$ cat src/include/ctrl_config.svh
`ifndef CTRL_CONFIG_SVH
`define CTRL_CONFIG_SVH

// Instruction word
`define WORD_W 32

// Field positions
`define OP_HI 31
`define OP_LO 26
`define RS_HI 25
`define RS_LO 21
`define RT_HI 20
`define RT_LO 16
`define RD_HI 15
`define RD_LO 11
`define FUNC_HI 5
`define FUNC_LO 0

// Register file index
`define REG_W 5
`define RA_REG 5'd31

// tUse value for an operand that is never read
`define TUSE_NONE 2'd3

`endif

$ cat src/hdl/ctrlPkg.sv
`include "ctrl_config.svh"

package ctrlPkg;

	//////////////////////////////
	// Instruction encodings
	//////////////////////////////

	typedef enum logic [5:0] {
		opRType  = 6'b000000,
		opRegimm = 6'b000001,
		opJ      = 6'b000010,
		opJal    = 6'b000011,
		opBeq    = 6'b000100,
		opBne    = 6'b000101,
		opBlez   = 6'b000110,
		opBgtz   = 6'b000111,
		opAddi   = 6'b001000,
		opAddiu  = 6'b001001,
		opSlti   = 6'b001010,
		opSltiu  = 6'b001011,
		opAndi   = 6'b001100,
		opOri    = 6'b001101,
		opXori   = 6'b001110,
		opLui    = 6'b001111,
		opLb     = 6'b100000,
		opLh     = 6'b100001,
		opLw     = 6'b100011,
		opLbu    = 6'b100100,
		opLhu    = 6'b100101,
		opSb     = 6'b101000,
		opSh     = 6'b101001,
		opSw     = 6'b101011
	} opcodeT;

	typedef enum logic [5:0] {
		fnSll   = 6'b000000,
		fnSrl   = 6'b000010,
		fnSra   = 6'b000011,
		fnSllv  = 6'b000100,
		fnSrlv  = 6'b000110,
		fnSrav  = 6'b000111,
		fnJr    = 6'b001000,
		fnJalr  = 6'b001001,
		fnMfhi  = 6'b010000,
		fnMthi  = 6'b010001,
		fnMflo  = 6'b010010,
		fnMtlo  = 6'b010011,
		fnMult  = 6'b011000,
		fnMultu = 6'b011001,
		fnDiv   = 6'b011010,
		fnDivu  = 6'b011011,
		fnAdd   = 6'b100000,
		fnAddu  = 6'b100001,
		fnSub   = 6'b100010,
		fnSubu  = 6'b100011,
		fnAnd   = 6'b100100,
		fnOr    = 6'b100101,
		fnXor   = 6'b100110,
		fnNor   = 6'b100111,
		fnSlt   = 6'b101010,
		fnSltu  = 6'b101011
	} funcT;

	// REGIMM branches, selected by the rt field
	typedef enum logic [4:0] {
		rtBltz = 5'b00000,
		rtBgez = 5'b00001
	} regimmT;

	//////////////////////////////
	// Control fields
	//////////////////////////////

	typedef enum logic [3:0] {
		aluAdd, aluSub, aluAnd, aluOr, aluSrl, aluSra, aluSll,
		aluSlt, aluSltu, aluNor, aluXor, aluPassHiLo, aluPassB
	} aluOpT;

	typedef enum logic [3:0] {
		mdNone, mdMult, mdMultu, mdMthi, mdMtlo, mdMfhi, mdMflo, mdDiv, mdDivu
	} mdOpT;

	typedef enum logic [2:0] {memWord, memByteU, memByteS, memHalfU, memHalfS} memWidthT;
	typedef enum logic [1:0] {npcSeq, npcBranchJump, npcRegister} npcSelT;
	typedef enum logic {npcBranch, npcJump} npcOpT;
	typedef enum logic [2:0] {cmpEq, cmpGez, cmpGtz, cmpLez, cmpLtz, cmpNe} cmpOpT;
	typedef enum logic [1:0] {extSign, extZero, extUpper} extOpT;
	typedef enum logic [1:0] {srcARs, srcAShamt, srcAHiLo} srcASelT;
	typedef enum logic [1:0] {srcBRt, srcBImm, srcBLink} srcBSelT;
	typedef enum logic {wdAlu, wdMem} wdSelT;

	typedef struct packed {
		logic              valid;
		npcSelT            npcSel;
		npcOpT             npcOp;
		cmpOpT             cmpOp;
		extOpT             extOp;
		srcASelT           srcASel;
		srcBSelT           srcBSel;
		aluOpT             aluOp;
		mdOpT              mdOp;
		memWidthT          memWidth;
		wdSelT             wdSel;
		logic              memRead;
		logic              memWrite;
		logic              regWrite;
		logic [`REG_W-1:0] rs;
		logic [`REG_W-1:0] rt;
		logic [`REG_W-1:0] destReg;
		logic [1:0]        tNew;
		logic [1:0]        tUseRs;
		logic [1:0]        tUseRt;
	} ctrlWordT;

endpackage

$ cat src/hdl/ctrlUnit.sv
`include "ctrl_config.svh"

module ctrlUnit (
	input  logic               clk,
	input  logic               rstN,
	input  logic [`WORD_W-1:0] instr,
	input  logic               instrValid,
	output logic               stall,
	output ctrlPkg::ctrlWordT  exCtrl,
	output logic               wbWrite,
	output logic [`REG_W-1:0]  wbDest
);

	ctrlPkg::ctrlWordT decCtrl;
	ctrlPkg::ctrlWordT memCtrl;

	//////////////////////////////
	// Decode
	//////////////////////////////

	instrDecoder instrDecoder_inst (
		.instr      (instr),
		.instrValid (instrValid),
		.decCtrl    (decCtrl)
	);

	//////////////////////////////
	// Execute, memory, write-back
	//////////////////////////////

	stageRegs stageRegs_inst (
		.clk     (clk),
		.rstN    (rstN),
		.decCtrl (decCtrl),
		.stall   (stall),
		.exCtrl  (exCtrl),
		.memCtrl (memCtrl),
		.wbWrite (wbWrite),
		.wbDest  (wbDest)
	);

	// Hazard check against both in-flight stages
	stallUnit stallUnit_inst (
		.decCtrl (decCtrl),
		.exCtrl  (exCtrl),
		.memCtrl (memCtrl),
		.stall   (stall)
	);

endmodule

$ cat src/hdl/instrDecoder.sv
`include "ctrl_config.svh"

module instrDecoder (
	input  logic [`WORD_W-1:0] instr,
	input  logic               instrValid,
	output ctrlPkg::ctrlWordT  decCtrl
);

	ctrlPkg::opcodeT   op;
	ctrlPkg::funcT     fn;
	ctrlPkg::regimmT   rtCode;
	logic [`REG_W-1:0] rtField;
	logic [`REG_W-1:0] rdField;
	ctrlPkg::ctrlWordT c;

	assign op      = ctrlPkg::opcodeT'(instr[`OP_HI:`OP_LO]);
	assign fn      = ctrlPkg::funcT'(instr[`FUNC_HI:`FUNC_LO]);
	assign rtField = instr[`RT_HI:`RT_LO];
	assign rdField = instr[`RD_HI:`RD_LO];
	assign rtCode  = ctrlPkg::regimmT'(rtField);

	function automatic ctrlPkg::aluOpT rTypeAlu(input ctrlPkg::funcT f);
		case (f)
			ctrlPkg::fnSll, ctrlPkg::fnSllv: return ctrlPkg::aluSll;
			ctrlPkg::fnSrl, ctrlPkg::fnSrlv: return ctrlPkg::aluSrl;
			ctrlPkg::fnSra, ctrlPkg::fnSrav: return ctrlPkg::aluSra;
			ctrlPkg::fnSub, ctrlPkg::fnSubu: return ctrlPkg::aluSub;
			ctrlPkg::fnAnd: return ctrlPkg::aluAnd;
			ctrlPkg::fnOr: return ctrlPkg::aluOr;
			ctrlPkg::fnXor: return ctrlPkg::aluXor;
			ctrlPkg::fnNor: return ctrlPkg::aluNor;
			ctrlPkg::fnSlt: return ctrlPkg::aluSlt;
			ctrlPkg::fnSltu: return ctrlPkg::aluSltu;
			default: return ctrlPkg::aluAdd;
		endcase
	endfunction

	function automatic ctrlPkg::aluOpT immAlu(input ctrlPkg::opcodeT o);
		case (o)
			ctrlPkg::opSlti: return ctrlPkg::aluSlt;
			ctrlPkg::opSltiu: return ctrlPkg::aluSltu;
			ctrlPkg::opAndi: return ctrlPkg::aluAnd;
			ctrlPkg::opOri: return ctrlPkg::aluOr;
			ctrlPkg::opXori: return ctrlPkg::aluXor;
			default: return ctrlPkg::aluAdd;
		endcase
	endfunction

	always_comb begin
		// Inert word, fields overridden per instruction
		c = '0;
		c.valid = instrValid;
		c.rs = instr[`RS_HI:`RS_LO];
		c.rt = rtField;
		c.tUseRs = `TUSE_NONE;
		c.tUseRt = `TUSE_NONE;

		case (op)
			ctrlPkg::opRType: begin
				case (fn)
					ctrlPkg::fnSll, ctrlPkg::fnSrl, ctrlPkg::fnSra,
					ctrlPkg::fnSllv, ctrlPkg::fnSrlv, ctrlPkg::fnSrav,
					ctrlPkg::fnAdd, ctrlPkg::fnAddu, ctrlPkg::fnSub, ctrlPkg::fnSubu,
					ctrlPkg::fnAnd, ctrlPkg::fnOr, ctrlPkg::fnXor, ctrlPkg::fnNor,
					ctrlPkg::fnSlt, ctrlPkg::fnSltu: begin
						// Constant shifts take shamt on port A
						if (fn inside {ctrlPkg::fnSll, ctrlPkg::fnSrl, ctrlPkg::fnSra})
							c.srcASel = ctrlPkg::srcAShamt;
						c.aluOp = rTypeAlu(fn);
						c.regWrite = 1'b1;
						c.destReg = rdField;
						c.tNew = 2'd1;
						c.tUseRs = 2'd1;
						c.tUseRt = 2'd1;
					end
					ctrlPkg::fnJr, ctrlPkg::fnJalr: begin
						c.npcSel = ctrlPkg::npcRegister;
						c.tUseRs = 2'd0;
						if (fn == ctrlPkg::fnJalr) begin
							c.srcBSel = ctrlPkg::srcBLink;
							c.aluOp = ctrlPkg::aluPassB;
							c.regWrite = 1'b1;
							c.destReg = `RA_REG;
						end
					end
					ctrlPkg::fnMult: c.mdOp = ctrlPkg::mdMult;
					ctrlPkg::fnMultu: c.mdOp = ctrlPkg::mdMultu;
					ctrlPkg::fnDiv: c.mdOp = ctrlPkg::mdDiv;
					ctrlPkg::fnDivu: c.mdOp = ctrlPkg::mdDivu;
					ctrlPkg::fnMthi: c.mdOp = ctrlPkg::mdMthi;
					ctrlPkg::fnMtlo: c.mdOp = ctrlPkg::mdMtlo;
					ctrlPkg::fnMfhi, ctrlPkg::fnMflo: begin
						c.mdOp = (fn == ctrlPkg::fnMfhi) ? ctrlPkg::mdMfhi : ctrlPkg::mdMflo;
						c.srcASel = ctrlPkg::srcAHiLo;
						c.aluOp = ctrlPkg::aluPassHiLo;
						c.regWrite = 1'b1;
						c.destReg = rdField;
					end
					default: ;
				endcase
			end

			ctrlPkg::opRegimm: begin
				if (rtCode inside {ctrlPkg::rtBgez, ctrlPkg::rtBltz}) begin
					c.npcSel = ctrlPkg::npcBranchJump;
					c.cmpOp = (rtCode == ctrlPkg::rtBgez) ? ctrlPkg::cmpGez : ctrlPkg::cmpLtz;
					c.tUseRs = 2'd0;
				end
			end

			// Loads
			ctrlPkg::opLw, ctrlPkg::opLb, ctrlPkg::opLbu, ctrlPkg::opLh, ctrlPkg::opLhu: begin
				c.srcBSel = ctrlPkg::srcBImm;
				c.memRead = 1'b1;
				case (op)
					ctrlPkg::opLb: c.memWidth = ctrlPkg::memByteS;
					ctrlPkg::opLbu: c.memWidth = ctrlPkg::memByteU;
					ctrlPkg::opLh: c.memWidth = ctrlPkg::memHalfS;
					ctrlPkg::opLhu: c.memWidth = ctrlPkg::memHalfU;
					default: c.memWidth = ctrlPkg::memWord;
				endcase
				c.wdSel = ctrlPkg::wdMem;
				c.regWrite = 1'b1;
				c.destReg = rtField;
				c.tNew = 2'd2;
				c.tUseRs = 2'd1;
			end

			// Stores
			ctrlPkg::opSw, ctrlPkg::opSb, ctrlPkg::opSh: begin
				c.srcBSel = ctrlPkg::srcBImm;
				c.memWrite = 1'b1;
				if (op == ctrlPkg::opSb)
					c.memWidth = ctrlPkg::memByteU;
				else if (op == ctrlPkg::opSh)
					c.memWidth = ctrlPkg::memHalfU;
				c.tUseRs = 2'd1;
				c.tUseRt = 2'd1;
			end

			ctrlPkg::opSlti, ctrlPkg::opSltiu, ctrlPkg::opAndi, ctrlPkg::opOri,
			ctrlPkg::opXori, ctrlPkg::opLui, ctrlPkg::opAddi, ctrlPkg::opAddiu: begin
				if (op == ctrlPkg::opLui) begin
					c.extOp = ctrlPkg::extUpper;
					c.aluOp = ctrlPkg::aluPassB;
				end else begin
					c.extOp = (op inside {ctrlPkg::opAddi, ctrlPkg::opAddiu}) ?
						ctrlPkg::extSign : ctrlPkg::extZero;
					c.aluOp = immAlu(op);
				end
				c.srcBSel = ctrlPkg::srcBImm;
				c.regWrite = 1'b1;
				c.destReg = rtField;
				c.tNew = 2'd1;
				c.tUseRs = 2'd1;
			end

			ctrlPkg::opBeq, ctrlPkg::opBne, ctrlPkg::opBgtz, ctrlPkg::opBlez: begin
				c.npcSel = ctrlPkg::npcBranchJump;
				case (op)
					ctrlPkg::opBne: c.cmpOp = ctrlPkg::cmpNe;
					ctrlPkg::opBgtz: c.cmpOp = ctrlPkg::cmpGtz;
					ctrlPkg::opBlez: c.cmpOp = ctrlPkg::cmpLez;
					default: c.cmpOp = ctrlPkg::cmpEq;
				endcase
				c.tUseRs = 2'd0;
				c.tUseRt = 2'd0;
			end

			ctrlPkg::opJ, ctrlPkg::opJal: begin
				c.npcSel = ctrlPkg::npcBranchJump;
				c.npcOp = ctrlPkg::npcJump;
				if (op == ctrlPkg::opJal) begin
					c.srcBSel = ctrlPkg::srcBLink;
					c.aluOp = ctrlPkg::aluPassB;
					c.regWrite = 1'b1;
					c.destReg = `RA_REG;
				end
			end

			default: ;
		endcase
	end

	assign decCtrl = c;

endmodule

$ cat src/hdl/stageRegs.sv
`include "ctrl_config.svh"

module stageRegs (
	input  logic              clk,
	input  logic              rstN,
	input  ctrlPkg::ctrlWordT decCtrl,
	input  logic              stall,
	output ctrlPkg::ctrlWordT exCtrl,
	output ctrlPkg::ctrlWordT memCtrl,
	output logic              wbWrite,
	output logic [`REG_W-1:0] wbDest
);

	ctrlPkg::ctrlWordT memNext;

	// One cycle closer to result and floored at zero
	always_comb begin
		memNext = exCtrl;
		if (exCtrl.tNew != 2'd0)
			memNext.tNew = exCtrl.tNew - 2'd1;
	end

	always_ff @(posedge clk or negedge rstN) begin
		if (!rstN) begin
			exCtrl <= '0;
			memCtrl <= '0;
			wbWrite <= 1'b0;
			wbDest <= '0;
		end else begin
			// Bubble on stall or empty decode slot
			if (stall || !decCtrl.valid)
				exCtrl <= '0;
			else
				exCtrl <= decCtrl;
			memCtrl <= memNext;
			wbWrite <= memCtrl.valid && memCtrl.regWrite;
			wbDest <= memCtrl.destReg;
		end
	end

	//////////////////////////////
	// Assertions
	//////////////////////////////

	// Stalled instruction waits in decode while a bubble goes down the pipe
	stallBubble: assert property (
		@(posedge clk) disable iff (!rstN)
		stall |=> !exCtrl.valid && $stable(decCtrl)
	) else $error("stall did not hold decode or insert a bubble into execute");

	wbAfterReset: assert property (
		@(posedge clk) disable iff (!rstN)
		$rose(rstN) |-> !wbWrite [*3]
	) else $error("write-back fired within three edges of reset");

	// Stall only ever holds a real instruction
	stallNeedsValid: assert property (
		@(posedge clk) disable iff (!rstN)
		!decCtrl.valid |-> !stall
	) else $error("stall raised with an empty decode slot");

endmodule

$ cat src/hdl/stallUnit.sv
`include "ctrl_config.svh"

module stallUnit (
	input  ctrlPkg::ctrlWordT decCtrl,
	input  ctrlPkg::ctrlWordT exCtrl,
	input  ctrlPkg::ctrlWordT memCtrl,
	output logic              stall
);

	logic rsEx;
	logic rsMem;
	logic rtEx;
	logic rtMem;

	// Producer in stage will not have the value by the time it is read
	function automatic logic hazard(
		input logic [`REG_W-1:0] srcReg,
		input logic [1:0]        tUse,
		input ctrlPkg::ctrlWordT stage
	);
		return (tUse != `TUSE_NONE) &&
			(srcReg != '0) &&
			stage.valid &&
			stage.regWrite &&
			(stage.destReg == srcReg) &&
			(stage.tNew > tUse);
	endfunction

	assign rsEx  = hazard(decCtrl.rs, decCtrl.tUseRs, exCtrl);
	assign rsMem = hazard(decCtrl.rs, decCtrl.tUseRs, memCtrl);
	assign rtEx  = hazard(decCtrl.rt, decCtrl.tUseRt, exCtrl);
	assign rtMem = hazard(decCtrl.rt, decCtrl.tUseRt, memCtrl);

	assign stall = decCtrl.valid && (rsEx || rsMem || rtEx || rtMem);

endmodule

$ cat config.mk
export PLATFORM = sky130hd
export DESIGN_NAME = ctrlUnit
export DESIGN_NICKNAME = d
export VERILOG_FILES = /design/src/hdl/ctrlPkg.sv /design/src/hdl/ctrlUnit.sv /design/src/hdl/instrDecoder.sv /design/src/hdl/stageRegs.sv /design/src/hdl/stallUnit.sv
export VERILOG_INCLUDE_DIRS = /design/src /design/src/include
export SDC_FILE = /design/constraint.sdc
export NUM_CORES = 1
export LEC_CHECK = 0
export ABC_AREA = 0
export BUFFER_PORTS_ARGS = -buffer_cell sky130_fd_sc_hd__buf_4
export CORE_MARGIN = 2
export CORE_UTILIZATION = 53
export CTS_CLUSTER_SIZE = 10
export DETAILED_ROUTE_END_ITERATION = 8
export HOLD_SLACK_MARGIN = 0.03
export PLACE_DENSITY = 0.8
export REMOVE_ABC_BUFFERS = 1
export SLEW_MARGIN = 40
export SYNTH_ARGS = -nofsm -noshare
export SYNTH_HDL_FRONTEND = slang
export SYNTH_SLANG_ARGS = --single-unit
$ cat constraint.sdc
create_clock -name clk -period 3.6 [get_ports clk]
set_input_delay 0 -clock clk [delete_from_list [all_inputs] [get_ports clk]]
set_output_delay 0 -clock clk [all_outputs]
set_load 0.03 [all_outputs]
==> key figures <==
Synthesis
  – Synth area leader: dfrtp_1
  – Most frequent cell after synthesis: dfrtp_1
  – Post-synth ARST share: 1.00
  – Synth Warn #: 0
  – Mapped Cells: between 300 and 400
  – Post-synth EDFFs: 0
  – Top area cells in the synthesized netlist: dfrtp_1, buf_4, nor3_1
  – Synth Area per Inst: between 9 and 10 sq um
  – Yosys cell types: 47
  – Area of the mapped netlist: 0.00343 sq mm
  – Synth top cells by count: dfrtp_1, buf_4, nor2_1
  – Yosys reg bits: 62
  – Main synth FF type: dfrtp_1
  – Sequential-to-total area share from yosys stat: 0.452
  – Area share of the largest cell type after synthesis: 0.452

Critical path
  – Worst-path cell chain: dlygate4sd3_1, buf_4, nand2b_1, nor2_1, a221oi_1, o311ai_2, inv_1, ha_1, nand2_1, nand4_1, nor4_2, o22ai_1, o22ai_2, buf_6, and2_1, buf_4
  – Critical path type: input port to output port
  – Critical Path RT: approximately 3.6 ns
  – RR Startpoint: stageRegs_inst.exCtrl[23]
  – CP max FO: 21
  – Worst path arrival time: approximately 3.5 ns
  – Critical Path Source: instr[27]
  – Worst setup EP type: output port
  – Worst stage delay on the critical path: approximately 0.53 ns
  – CP dominant cell by count: buf_4
  – Slowest-stage cell, CP: dlygate4sd3_1
  – Startpoint types: input port

Die
  – Die area: 0.00713 sq mm
  – Die Ht: between 80 and 90 um
  – Effective utilization at floorplan: 0.543
  – Die W: about 84 um
  – Core Rows: 29
  – Core box area: 0.00631 sq mm
  – Boundary Pins: approximately 90

Placement
  – Placed cell count: approximately 460
  – Port Buf Inserts: 85
  – DP Worst Slack: 0.305 ns
  – Post-detail-place hpwl: roughly 5500 um
  – DP Area: approximately 0.0037 sq mm
  – Global placement routability congestion: between 0.8 and 0.9

Drt
  – TritonRoute pass-1 iters: 4
  – Initial drt markers: roughly 190
  – Via count: 2917
  – Final WL: 8610 um
  – # DRC: 0
  – DRT antenna net count: 0
  – WL/cell: approximately 17 um
  – Vias per cell: around 5.6

Global routing
  – Total GRT Usage: 0.244
  – First-pass GRT wire length: between 10000 and 15000 um
  – Initial antenna violation count: 0
  – Grt total ovfl: 0
  – Vias in the first global route: 2859
  – Largest net degree at the start of global routing: 63

Cells and area
  – Design Area, Final: 0.00440 sq mm
  – FILL cells: ~500
  – Layout Nets: 482
  – Area of the multi-input gates: between 0.001 and 0.0015 sq mm
  – Area grow syn2layout: 28.2%
  – Ant. Diodes: 0
  – Post-route insts no fill: between 500 and 600
  – Reg area: ~0.0016 sq mm
  – Layout cells sized above 1: 0.255

Pwr
  – P_leak: roughly 2.1 nW
  – Cell Pwr Density: between 300 and 400 mW/mm^2
  – Max IR drop VDD: between 0.0002 and 0.00025 V
  – Tot Pwr: about 1.6 mW

Clock tree
  – Reg clk slew, reported paths: around 0.070 ns
  – Sink Count: a little over 60
  – Clk buf depth: 2
  – Skew-Pair Late Insertion Delay: approximately 0.35 ns
  – Root Buffer: clkbuf_8
  – H-tree Lvls: 3
  – Num CTS Buffers: 9
  – Postcts setup bufs: 0
  – CTS tree: done

STA
  – Worst slew margin: 0.629
  – Fin. max-slew vios: 0
  – Final Hold Viols: 0
  – Final Setup Violations: 0
  – Final Cycle Share: 0.968
  – Final worst slack: roughly 0.12 ns
  – Clock skew after layout: 0.00613 ns
  – Max Freq: roughly 0.29 GHz
  – Final min period: 3.48 ns
  – Worst-Margin Slew: 0.557 ns

Hold path
  – Hold path start: instr[17]
  – HP Class: input port to flip-flop

Run status
  – Outcome: finished clean

Flow run
  – Max Cap Viol: 0
[layout by cell type, fill, tap and decap left out, types with 4 or more instances in the layout]
cell type	count
xnor2_1	14
o21ai_0	5
and2_1	4
nor3_1	25
nor4_1	4
buf_4	85
inv_1	12
clkbuf_8	10
nand2b_1	5
nand2_1	31
nand3_1	7
dfrtp_1	62
xor2_1	8
o22ai_1	7
nor2b_1	8
nor2_1	32
nand4_1	5
a221oi_1	6
dlygate4sd3_1	46
a21oi_1	10
o211ai_1	5
ha_1	8
[worst max-delay path: cells and delay by family]
kind	cells	cell delay, ns
buffers and inverters	5	1.27
adder cells (fa/ha/maj)	1	0.25
AO/OA/AOI/OAI	4	0.95
AND/OR/NAND/NOR	6	1.02
[power by group]
part           total (mW)  switching (mW)  internal, mW
registers           0.728          0.0118         0.716
clock network       0.552           0.288         0.264
logic               0.271           0.154         0.117
[worst paths after layout]
check,to,slack [ns],depth (start not counted)
max reg2reg,stageRegs_inst.exCtrl[26],1.28,8
min,stageRegs_inst.exCtrl[7],0.04,3
max in group asynchronous,stageRegs_inst.exCtrl[37],3.01,2
min in group asynchronous,stageRegs_inst.exCtrl[2],0.19,2
max,stall,0.12,16
min reg2reg,stageRegs_inst.wbDest[4],0.45,0
[repair_timing]
action | CTS | global route
gates resized for setup | 0 | 3
endpoints found under the setup margin | 0 | 1
endpoints found under the hold margin | 94 | 0
hold buffers | 46 | 0
[routing by layer]
layer / global-route usage / part of all wire / vias up
met1: 0.318 / 0.40 / 1390
met5: 0 / 0 / -
met2: 0.411 / 0.51 / 149
met4: 0.0996 / 0.018 / 0
li1: - / - / 1362
met3: 0.0393 / 0.071 / 16
[state kept, by name (all words and copies together) (netlist names)]
register,count
stageRegs_inst.exCtrl,47
stageRegs_inst.memCtrl,9
stageRegs_inst.wbWrite,1
stageRegs_inst.wbDest,5
[stage by stage]
stage                     hold slack [ns]  utilization  setup TNS, ns
after floorplan                    -0.296            -              0
after global placement              0.104        0.592              0
after detailed placement            0.121        0.592              0
after CTS                          0.0340        0.693              0
after global routing               0.0473        0.696        -0.0250
final                              0.0419        0.696              0
[layout make-up]
cell class                 count  share of cell area
clock buffer                  10              0.0313
multi-input combinational    220               0.319
tap                           77              0.0219
inverter                      13              0.0111
sequential                    62               0.353
timing repair buffer         133               0.255
clock inverter                 6             0.00854
[logic make-up (layout without fill, tap and decap cells)]
family                   after synthesis  after routing  synth area share
AND/OR/NAND/NOR                      135            135             0.198
AO/OA/AOI/OAI                         52             52             0.113
buffers and inverters                 81            162             0.143
multiplexers                           3              3           0.00875
adder cells (fa/ha/maj)                8              8            0.0292
flip-flops                            62             62             0.452
XOR/XNOR                              22             22            0.0562
Note: power is estimated with default switching activity, not from simulation.
